==> config.mk <==
export PLATFORM = sky130hd
export DESIGN_NAME = core_top
export DESIGN_NICKNAME = d
export VERILOG_FILES = /design/src/verilog/core_pkg.sv /design/src/verilog/core_pipe_ctrl.sv /design/src/verilog/core_decoder.sv /design/src/verilog/core_reg_file.sv /design/src/verilog/core_execute.sv /design/src/verilog/core_top.sv
export SDC_FILE = /design/constraint.sdc
export NUM_CORES = 2
export LEC_CHECK = 0
export ABC_AREA = 1
export BUFFER_PORTS_ARGS = -buffer_cell sky130_fd_sc_hd__clkbuf_2
export CAP_MARGIN = 20
export CORE_ASPECT_RATIO = 1.5
export CORE_MARGIN = 1
export CORE_UTILIZATION = 55
export CTS_CLUSTER_SIZE = 24
export DETAILED_ROUTE_END_ITERATION = 8
export PLACE_DENSITY = 0.77
export SYNTH_ARGS = -nofsm -noshare
export SYNTH_HDL_FRONTEND = slang
export SYNTH_HIERARCHICAL = 1
export SYNTH_SLANG_ARGS = --single-unit
==> constraint.sdc <==
create_clock -name clk -period 4.05 [get_ports clk]
set_input_delay 0 -clock clk [delete_from_list [all_inputs] [get_ports clk]]
set_output_delay 0 -clock clk [all_outputs]
set_load 0.005 [all_outputs]
==> src/verilog/core_pkg.sv <==
package core_pkg;

    localparam int unsigned XLEN = 32;
    localparam int unsigned RF_DEPTH = 32;
    localparam int unsigned PIPE_STAGES = 4;

    typedef logic [XLEN-1:0] xlen_t;
    typedef logic [$clog2(RF_DEPTH)-1:0] rf_addr_t;

    typedef enum logic [6:0] {
        OP     = 7'b0110011,
        OP_IMM = 7'b0010011,
        LUI    = 7'b0110111,
        JAL    = 7'b1101111,
        BRANCH = 7'b1100011
    } opcode_t;

    // low three bits follow funct3, bit 3 is funct7[5]
    typedef enum logic [3:0] {
        ALU_ADD  = 4'b0000,
        ALU_SLL  = 4'b0001,
        ALU_SLT  = 4'b0010,
        ALU_SLTU = 4'b0011,
        ALU_XOR  = 4'b0100,
        ALU_SRL  = 4'b0101,
        ALU_OR   = 4'b0110,
        ALU_AND  = 4'b0111,
        ALU_SUB  = 4'b1000,
        ALU_SRA  = 4'b1101
    } alu_op_t;

    typedef enum logic {ALU_A_RS1 = 1'b0, ALU_A_PC = 1'b1} alu_a_sel_t;
    typedef enum logic {ALU_B_RS2 = 1'b0, ALU_B_IMM = 1'b1} alu_b_sel_t;
    typedef enum logic {FWD_RF = 1'b0, FWD_WBK = 1'b1} fwd_sel_t;

    // ---------------------------------------------------------------------
    // instruction word views
    typedef struct packed {
        logic [6:0] funct7;
        rf_addr_t   rs2;
        rf_addr_t   rs1;
        logic [2:0] funct3;
        rf_addr_t   rd;
        opcode_t    opcode;
    } inst_r_t;

    typedef struct packed {
        logic [11:0] imm;
        rf_addr_t    rs1;
        logic [2:0]  funct3;
        rf_addr_t    rd;
        opcode_t     opcode;
    } inst_i_t;

    typedef union packed {
        inst_r_t r;
        inst_i_t i;
    } inst_u;

    // ---------------------------------------------------------------------
    // pipeline registers
    typedef struct packed {
        logic       valid;
        xlen_t      pc;
        rf_addr_t   rs1_addr;
        rf_addr_t   rs2_addr;
        rf_addr_t   rd_addr;
        logic       rd_we;
        xlen_t      rs1_data;
        xlen_t      rs2_data;
        xlen_t      imm;
        alu_op_t    alu_op;
        alu_a_sel_t alu_a_sel;
        alu_b_sel_t alu_b_sel;
        logic       is_branch;
        logic       is_jump;
        logic [2:0] funct3;
    } dec_exe_t;

    typedef struct packed {
        logic     valid;
        rf_addr_t rd_addr;
        logic     rd_we;
        xlen_t    result;
    } exe_wbk_t;

endpackage

==> src/verilog/core_pipe_ctrl.sv <==
`timescale 1ns/1ps

module core_pipe_ctrl #(
    parameter logic [31:0] RESET_VECTOR = 32'h0
) (
    input  logic               clk,
    input  logic               rst,
    input  logic               branch_taken_i,
    input  core_pkg::xlen_t    target_i,
    input  core_pkg::dec_exe_t exe_item_i,
    input  core_pkg::exe_wbk_t wbk_item_i,
    output core_pkg::xlen_t    fetch_pc_o,
    output logic               flush_dec_o,
    output logic               flush_exe_o,
    output logic               flush_wbk_o,
    output core_pkg::fwd_sel_t fwd_rs1_o,
    output core_pkg::fwd_sel_t fwd_rs2_o
);

    logic [core_pkg::PIPE_STAGES-2:0] reset_seq;
    core_pkg::xlen_t pc;
    core_pkg::xlen_t pc_next;
    logic wbk_writes;

    // -----------------------------------------------------------------------
    // reset sequence
    // bit 0 kills fetch into DEC, then EXE, then WBK
    always_ff @(posedge clk) begin
        if (rst) begin
            reset_seq <= '1;
        end else begin
            reset_seq <= {reset_seq[core_pkg::PIPE_STAGES-3:0], 1'b0};
        end
    end

    // -----------------------------------------------------------------------
    // program counter
    always_comb begin
        if (branch_taken_i) begin
            pc_next = target_i;
        end else if (reset_seq[0]) begin
            // hold until DEC takes the first word
            pc_next = pc;
        end else begin
            pc_next = pc + 32'd4;
        end
    end

    always_ff @(posedge clk) begin
        if (rst) begin
            pc <= RESET_VECTOR;
        end else begin
            pc <= pc_next;
        end
    end

    assign fetch_pc_o = pc;

    // taken branch kills the two younger slots
    assign flush_dec_o = reset_seq[0] || branch_taken_i;
    assign flush_exe_o = reset_seq[1] || branch_taken_i;
    assign flush_wbk_o = reset_seq[2];

    // -----------------------------------------------------------------------
    // forwarding from WBK into EXE
    assign wbk_writes = wbk_item_i.valid && wbk_item_i.rd_we && (wbk_item_i.rd_addr != '0);

    assign fwd_rs1_o = (wbk_writes && (wbk_item_i.rd_addr == exe_item_i.rs1_addr)) ?
                       core_pkg::FWD_WBK : core_pkg::FWD_RF;
    assign fwd_rs2_o = (wbk_writes && (wbk_item_i.rd_addr == exe_item_i.rs2_addr)) ?
                       core_pkg::FWD_WBK : core_pkg::FWD_RF;

endmodule

==> src/verilog/core_decoder.sv <==
`timescale 1ns/1ps

module core_decoder (
    input  logic               clk,
    input  logic               rst,
    input  logic               flush_dec_i,
    input  logic               flush_exe_i,
    input  core_pkg::xlen_t    pc_i,
    input  logic [31:0]        inst_i,
    input  core_pkg::xlen_t    rs1_data_i,
    input  core_pkg::xlen_t    rs2_data_i,
    output core_pkg::rf_addr_t rs1_addr_o,
    output core_pkg::rf_addr_t rs2_addr_o,
    output core_pkg::dec_exe_t exe_item_o
);

    logic dec_valid;
    core_pkg::xlen_t dec_pc;
    core_pkg::inst_u dec_inst;
    logic [31:0] raw;
    core_pkg::xlen_t imm_i, imm_b, imm_u, imm_j;
    logic use_rs1, use_rs2;
    core_pkg::dec_exe_t item;

    // DEC slot
    always_ff @(posedge clk) begin
        if (rst || flush_dec_i) begin
            dec_valid <= 1'b0;
        end else begin
            dec_valid <= 1'b1;
        end
        dec_pc   <= pc_i;
        dec_inst <= inst_i;
    end

    // -----------------------------------------------------------------------
    // immediate generation
    assign raw   = dec_inst;
    assign imm_i = {{20{dec_inst.i.imm[11]}}, dec_inst.i.imm};
    assign imm_b = {{20{raw[31]}}, raw[7], raw[30:25], raw[11:8], 1'b0};
    assign imm_u = {raw[31:12], 12'b0};
    assign imm_j = {{12{raw[31]}}, raw[19:12], raw[20], raw[30:21], 1'b0};

    always_comb begin
        item           = '0;
        item.valid     = dec_valid;
        item.pc        = dec_pc;
        item.rd_addr   = dec_inst.r.rd;
        item.funct3    = dec_inst.r.funct3;
        item.alu_op    = core_pkg::ALU_ADD;
        item.alu_a_sel = core_pkg::ALU_A_RS1;
        item.alu_b_sel = core_pkg::ALU_B_IMM;
        use_rs1        = 1'b0;
        use_rs2        = 1'b0;
        case (dec_inst.r.opcode)
            core_pkg::OP: begin
                use_rs1        = 1'b1;
                use_rs2        = 1'b1;
                item.alu_b_sel = core_pkg::ALU_B_RS2;
                item.alu_op    = core_pkg::alu_op_t'({dec_inst.r.funct7[5], dec_inst.r.funct3});
                // funct7 bit 5 only for sub and sra
                item.rd_we = (dec_inst.r.funct7 == 7'b0000000) ||
                             ((dec_inst.r.funct7 == 7'b0100000) &&
                              (dec_inst.r.funct3 inside {3'b000, 3'b101}));
            end
            core_pkg::OP_IMM: begin
                use_rs1     = 1'b1;
                item.imm    = imm_i;
                item.alu_op = core_pkg::alu_op_t'({1'b0, dec_inst.i.funct3});
                item.rd_we  = dec_inst.i.funct3 inside {3'b000, 3'b010, 3'b100, 3'b110, 3'b111};
            end
            core_pkg::LUI: begin
                item.imm   = imm_u;
                item.rd_we = 1'b1;
            end
            core_pkg::JAL: begin
                item.imm       = imm_j;
                item.alu_a_sel = core_pkg::ALU_A_PC;
                item.is_jump   = 1'b1;
                item.rd_we     = 1'b1;
            end
            core_pkg::BRANCH: begin
                use_rs1        = 1'b1;
                use_rs2        = 1'b1;
                item.imm       = imm_b;
                item.alu_a_sel = core_pkg::ALU_A_PC;
                item.is_branch = 1'b1;
            end
            default: ;
        endcase
        // x0 writes are dropped here so forwarding never sees them
        if (item.rd_addr == '0) begin
            item.rd_we = 1'b0;
        end
        item.rs1_addr = use_rs1 ? dec_inst.r.rs1 : '0;
        item.rs2_addr = use_rs2 ? dec_inst.r.rs2 : '0;
    end

    assign rs1_addr_o = item.rs1_addr;
    assign rs2_addr_o = item.rs2_addr;

    // -----------------------------------------------------------------------
    // DEC/EXE register
    always_ff @(posedge clk) begin
        exe_item_o          <= item;
        exe_item_o.rs1_data <= rs1_data_i;
        exe_item_o.rs2_data <= rs2_data_i;
        if (rst || flush_exe_i) begin
            exe_item_o.valid <= 1'b0;
        end
    end

endmodule

==> src/verilog/core_reg_file.sv <==
`timescale 1ns/1ps

module core_reg_file (
    input  logic               clk,
    input  core_pkg::rf_addr_t rs1_addr_i,
    input  core_pkg::rf_addr_t rs2_addr_i,
    input  core_pkg::exe_wbk_t wbk_item_i,
    output core_pkg::xlen_t    rs1_data_o,
    output core_pkg::xlen_t    rs2_data_o
);

    core_pkg::xlen_t regs [core_pkg::RF_DEPTH];
    logic wr_en;

    assign wr_en = wbk_item_i.valid && wbk_item_i.rd_we && (wbk_item_i.rd_addr != '0);

    always_ff @(posedge clk) begin
        if (wr_en) begin
            regs[wbk_item_i.rd_addr] <= wbk_item_i.result;
        end
    end

    // x0 reads zero, a same-cycle write wins over the array
    function automatic core_pkg::xlen_t read_port(core_pkg::rf_addr_t addr);
        if (addr == '0) begin
            return '0;
        end
        if (wr_en && (addr == wbk_item_i.rd_addr)) begin
            return wbk_item_i.result;
        end
        return regs[addr];
    endfunction

    always_comb begin
        rs1_data_o = read_port(rs1_addr_i);
        rs2_data_o = read_port(rs2_addr_i);
    end

endmodule

==> src/verilog/core_execute.sv <==
`timescale 1ns/1ps

module core_execute (
    input  logic               clk,
    input  logic               rst,
    input  logic               flush_wbk_i,
    input  core_pkg::dec_exe_t exe_item_i,
    input  core_pkg::fwd_sel_t fwd_rs1_i,
    input  core_pkg::fwd_sel_t fwd_rs2_i,
    output logic               branch_taken_o,
    output core_pkg::xlen_t    target_o,
    output core_pkg::exe_wbk_t wbk_item_o
);

    core_pkg::xlen_t rs1_val, rs2_val;
    core_pkg::xlen_t alu_a, alu_b, alu_out;
    core_pkg::xlen_t result;
    logic cond;

    // operand forwarding from our own WBK register
    assign rs1_val = (fwd_rs1_i == core_pkg::FWD_WBK) ? wbk_item_o.result : exe_item_i.rs1_data;
    assign rs2_val = (fwd_rs2_i == core_pkg::FWD_WBK) ? wbk_item_o.result : exe_item_i.rs2_data;

    assign alu_a = (exe_item_i.alu_a_sel == core_pkg::ALU_A_PC) ? exe_item_i.pc : rs1_val;
    assign alu_b = (exe_item_i.alu_b_sel == core_pkg::ALU_B_IMM) ? exe_item_i.imm : rs2_val;

    // -----------------------------------------------------------------------
    // ALU
    always_comb begin
        case (exe_item_i.alu_op)
            core_pkg::ALU_ADD:  alu_out = alu_a + alu_b;
            core_pkg::ALU_SUB:  alu_out = alu_a - alu_b;
            core_pkg::ALU_SLL:  alu_out = alu_a << alu_b[4:0];
            core_pkg::ALU_SLT:  alu_out = {31'b0, $signed(alu_a) < $signed(alu_b)};
            core_pkg::ALU_SLTU: alu_out = {31'b0, alu_a < alu_b};
            core_pkg::ALU_XOR:  alu_out = alu_a ^ alu_b;
            core_pkg::ALU_SRL:  alu_out = alu_a >> alu_b[4:0];
            core_pkg::ALU_SRA:  alu_out = $unsigned($signed(alu_a) >>> alu_b[4:0]);
            core_pkg::ALU_OR:   alu_out = alu_a | alu_b;
            core_pkg::ALU_AND:  alu_out = alu_a & alu_b;
            default:            alu_out = '0;
        endcase
    end

    // branch compare, unsigned forms are not decoded
    always_comb begin
        case (exe_item_i.funct3)
            3'b000:  cond = (rs1_val == rs2_val);
            3'b001:  cond = (rs1_val != rs2_val);
            3'b100:  cond = ($signed(rs1_val) < $signed(rs2_val));
            3'b101:  cond = ($signed(rs1_val) >= $signed(rs2_val));
            default: cond = 1'b0;
        endcase
    end

    // branches and jal run pc + imm through the ALU
    assign target_o       = alu_out;
    assign branch_taken_o = exe_item_i.valid &&
                            (exe_item_i.is_jump || (exe_item_i.is_branch && cond));
    assign result = exe_item_i.is_jump ? (exe_item_i.pc + 32'd4) : alu_out;

    // -----------------------------------------------------------------------
    // EXE/WBK register
    always_ff @(posedge clk) begin
        if (rst || flush_wbk_i) begin
            wbk_item_o.valid <= 1'b0;
        end else begin
            wbk_item_o.valid <= exe_item_i.valid;
        end
        wbk_item_o.rd_addr <= exe_item_i.rd_addr;
        wbk_item_o.rd_we   <= exe_item_i.rd_we;
        wbk_item_o.result  <= result;
    end

endmodule

==> src/verilog/core_top.sv <==
`timescale 1ns/1ps

module core_top #(
    parameter logic [31:0] RESET_VECTOR = 32'h0
) (
    input  logic               clk,
    input  logic               rst,
    output core_pkg::xlen_t    imem_addr_o,
    input  logic [31:0]        imem_data_i,
    output logic               wb_valid_o,
    output core_pkg::rf_addr_t wb_rd_o,
    output core_pkg::xlen_t    wb_data_o
);

    core_pkg::xlen_t    fetch_pc;
    core_pkg::xlen_t    target;
    logic               branch_taken;
    logic               flush_dec, flush_exe, flush_wbk;
    core_pkg::fwd_sel_t fwd_rs1, fwd_rs2;
    core_pkg::rf_addr_t rs1_addr, rs2_addr;
    core_pkg::xlen_t    rs1_data, rs2_data;
    core_pkg::dec_exe_t exe_item;
    core_pkg::exe_wbk_t wbk_item;

    core_pipe_ctrl #(
        .RESET_VECTOR (RESET_VECTOR)
    ) u_pipe_ctrl (
        .clk            (clk),
        .rst            (rst),
        .branch_taken_i (branch_taken),
        .target_i       (target),
        .exe_item_i     (exe_item),
        .wbk_item_i     (wbk_item),
        .fetch_pc_o     (fetch_pc),
        .flush_dec_o    (flush_dec),
        .flush_exe_o    (flush_exe),
        .flush_wbk_o    (flush_wbk),
        .fwd_rs1_o      (fwd_rs1),
        .fwd_rs2_o      (fwd_rs2)
    );

    core_decoder u_decoder (
        .clk         (clk),
        .rst         (rst),
        .flush_dec_i (flush_dec),
        .flush_exe_i (flush_exe),
        .pc_i        (fetch_pc),
        .inst_i      (imem_data_i),
        .rs1_data_i  (rs1_data),
        .rs2_data_i  (rs2_data),
        .rs1_addr_o  (rs1_addr),
        .rs2_addr_o  (rs2_addr),
        .exe_item_o  (exe_item)
    );

    core_reg_file u_reg_file (
        .clk        (clk),
        .rs1_addr_i (rs1_addr),
        .rs2_addr_i (rs2_addr),
        .wbk_item_i (wbk_item),
        .rs1_data_o (rs1_data),
        .rs2_data_o (rs2_data)
    );

    core_execute u_execute (
        .clk            (clk),
        .rst            (rst),
        .flush_wbk_i    (flush_wbk),
        .exe_item_i     (exe_item),
        .fwd_rs1_i      (fwd_rs1),
        .fwd_rs2_i      (fwd_rs2),
        .branch_taken_o (branch_taken),
        .target_o       (target),
        .wbk_item_o     (wbk_item)
    );

    assign imem_addr_o = fetch_pc;

    // x0 writes already have rd_we cleared in decode
    assign wb_valid_o = wbk_item.valid && wbk_item.rd_we;
    assign wb_rd_o    = wbk_item.rd_addr;
    assign wb_data_o  = wbk_item.result;

endmodule

==> flow_summary.json <==
{
  "status": "complete, but fails checks",
  "violations": "design-rule violations, negative setup slack",
  "synth_cells": 9634,
  "sw_frac_of_total": 0.2402,
  "drive_gt1_frac": 0.1915,
  "yosys.cell_types.count": 60,
  "min_period_over_period": 1.083,
  "synthTopCellsByArea": "edfxtp_1 41%, nand2_1 15%, nand3_1 8.8%, dfxtp_1 7.9%, inv_1 5.1%",
  "power.share.clock": 0.414,
  "cts.htree.levels": 3,
  "die_h_um": 454.3,
  "dp.final_hpwl_um": 225000,
  "synth_edf_count": 1024,
  "clk_path_buf_depth": 3,
  "synth_largest_area_cell": "edfxtp_1",
  "p_per_area_mw_per_mm2": 320.7,
  "dp.cells": 11810,
  "worst-slew-pin-transition_ns": 1.093,
  "layout_setup_ws_ns": -0.3357,
  "cap_violations": 0,
  "synth_most_common_cell": "nand2_1",
  "totalWireLength_um": 342900,
  "drc": 4,
  "grt_pass1_vias": 73550,
  "grt_max_degree": 199,
  "drtIter0Drc": 11950,
  "first_pass_iters": 9,
  "cts_buffers": 120,
  "setup_viol": 62,
  "wl_per_cell_um": 28.14,
  "ir_drop_mv": 0.6528,
  "ioPinCount": 104,
  "worst_ep_arrival_time_ns": 5.10,
  "cts_tree": "done",
  "dieArea_sq_mm": 0.1379,
  "worstSkewPairLatency_ns": 0.80,
  "synthToLayoutAreaGrowth_pct": 22.51,
  "post-route-util": 0.6807,
  "leakage_uw": 0.03859,
  "cts_root_buffer": "clkbuf_16",
  "netlist_top_cells_count": "2935 x nand2_1, 1312 x nand3_1, 1024 x edfxtp_1",
  "antenna_found_initial": 11,
  "rows": 165,
  "yosys_warnings": 6,
  "numClockSinks": 1319,
  "cp.required_ns": 4.76,
  "slew_headroom": 0.2673,
  "hp-class": "primary input to register",
  "via_per_inst": 6.282,
  "p_int_uw": 22400,
  "start_util": 0.5556,
  "holdWs_ns": 0.2326,
  "critical_path.startpoint_type": "register",
  "ys_ff_latch": 1319,
  "p_seq_frac": 0.499,
  "synth.avg_cell_area_sq_um": 7.787,
  "final_cell_count_no_fill": 12190,
  "synth_top_area_share": 0.4099,
  "ant_nets": 0,
  "gp_congestion": 1.090,
  "synthesis.area_sq_mm": 0.07502,
  "async_reset_ff_frac": 0,
  "fin_nets": 10490,
  "die_x_um": 303.5,
  "finalHoldViolCount": 0,
  "portBuffers": 103,
  "ys.flop_type": "edfxtp_1",
  "grt_setup_unrepaired": "true",
  "num_vias": 76550,
  "path_class": "register to register",
  "skew_ns": 0.07699,
  "fmax_mhz": 228.0,
  "p_sw_uw": 7080,
  "gr-total-overflow": 0,
  "core_area_sq_mm": 0.1350,
  "critPathMaxFanout": 9,
  "grt_pass1_wl_um": 482800,
  "finalCriticalPeriod_ns": 4.386,
  "pwr-share-comb": 0.087,
  "crit_path_end_kind": "register",
  "track_usage": 0.4869,
  "clk_pin_slew_ns": 0.07,
  "slew_violations": 0,
  "ys_seq_area_frac": 0.4886
}
worst paths after layout:
path                                                start                    endpoint  slack (ns)  cells past startpoint
worst min-delay path                                  rst    u_pipe_ctrl/reset_seq[0]        0.23                      3
worst max register to register   u_execute/wbk_item_o[35]  u_pipe_ctrl/fetch_pc_o[30]       -0.34                     25
worst min register to register  u_decoder/exe_item_o[108]    u_execute/wbk_item_o[33]        0.33                      0
worst max-delay path             u_execute/wbk_item_o[35]  u_pipe_ctrl/fetch_pc_o[30]       -0.34                     25
cells by family (layout without fill, tap and decap cells):
family | Yosys count | in the layout | share of synthesized area
xor gates and xnor gates | 51 | 51 | 0.005954
adders and majority gates | 136 | 136 | 0.02288
buffers and inverters | 1620 | 2381 | 0.09015
other | 1 | 38 | 0.00004999
and+or+nand+nor | 5115 | 5115 | 0.2869
DFF | 1319 | 1319 | 0.4886
AOI/OAI and AO/OA | 1392 | 1392 | 0.1054
critical path: stages (launching register included):
cell        delay, ns
dfxtp_4          0.39
buf_6            0.13
xnor2_2          0.12
nand3_1          0.11
nor4_2           0.23
buf_4            0.23
buf_12           0.15
buf_8            0.15
nand2_1          0.07
and2_1           0.21
ha_1             0.44
nand4_1          0.15
nor3b_2          0.22
buf_4            0.16
nand2_2          0.07
nand3_2          0.11
nand3_2          0.09
nand2_2          0.06
nand3_2          0.08
nand2_4          0.14
a21oi_4          0.10
nor2_4           0.22
clkinvlp_4       0.27
o21ai_1          0.20
inv_1            0.07
a21oi_2          0.13
final cells by class:
cell class                 count  area [sq um]
multi-input combinational   6726         34940
sequential                  1319         36670
clock inverter                75         877.1
timing repair inverter         1         7.507
fill                       10620         43120
timing repair buffer        1114          9920
inverter                    1039          3950
antenna                        6         15.01
tap                         1753          2193
clock buffer                 152          3322
state kept, by name, summed over array words and instances, names as in the netlist:
signal                  count
u_execute/wbk_item_o       39
u_decoder/dec_valid         1
u_decoder/dec_inst         32
u_pipe_ctrl/reset_seq       3
u_pipe_ctrl/fetch_pc_o     32
u_decoder/exe_item_o      156
u_reg_file/regs          1024
u_decoder/dec_pc           32
through the flow:
stage | power, uW | setup TNS (ns) | worst slack, ns | cell area [sq um]
global route | 30060 | -18.45 | -0.4066 | 91890
global placement | 17040 | -44.06 | -0.9754 | 83100
floorplan | 15950 | 0 | 0.1793 | 75130
finish | 29480 | -10.73 | -0.3357 | 91900
detailed placement | 17050 | -45.61 | -0.9754 | 83150
CTS | 29230 | -0.4240 | -0.1037 | 90730
per-layer routing:
metal  share of wire  routed length, um  vias to the layer above  global-route usage
met4            0.13              43630                        6              0.5038
met3            0.12              41720                     2024              0.1282
met5         0.00013                 45                        -                   0
met1            0.30             103300                    35250              0.5134
li1                -                  -                    33250                   -
met2            0.45             154200                     6020              0.7652
power by group through the flow:
stage / registers [uW] / clock network, uW / logic [uW]
after floorplan: 15000 / 0 / 947
after global placement: 15000 / 0 / 2060
after detailed placement: 15000 / 0 / 2070
after CTS: 14700 / 12200 / 2350
after global routing: 14700 / 12700 / 2690
final: 14700 / 12200 / 2570
placed cells by master, fill, tap and decap left out, types with 27 or more instances in the layout:
cell type	netlist	final
o211ai_1	285	285
or2_2	68	67
buf_6	33	48
nand3_2	1	48
nor2_2	16	52
o21ai_1	33	70
xor2_1	33	32
a21oi_2	0	39
conb_1	1	32
nor2_4	10	78
o21ai_2	2	38
buf_4	30	781
edfxtp_1	1024	1024
clkbuf_2	0	105
ha_4	0	43
inv_1	1019	976
nor2_1	627	523
nand2_2	7	157
a21oi_1	419	359
dfxtp_1	295	289
clkbuf_16	0	125
nand3_1	1312	1258
ha_1	134	79
dlygate4sd3_1	0	65
nand2_1	2935	2756
and2_1	33	27
buf_12	0	100
nand2_4	2	31
inv_2	15	52
nand4_1	39	39
o21ai_0	562	463
what timing repair did:
item,4_1_cts,5_1_grt
hold buffers,66,0
setup endpoints to repair,66,66
cloned,6,0
gates resized for setup,635,275
pin swaps,115,87
buffers inserted,50,22
hold endpoints to repair,61,0
Power figures use the tool's default switching activity.
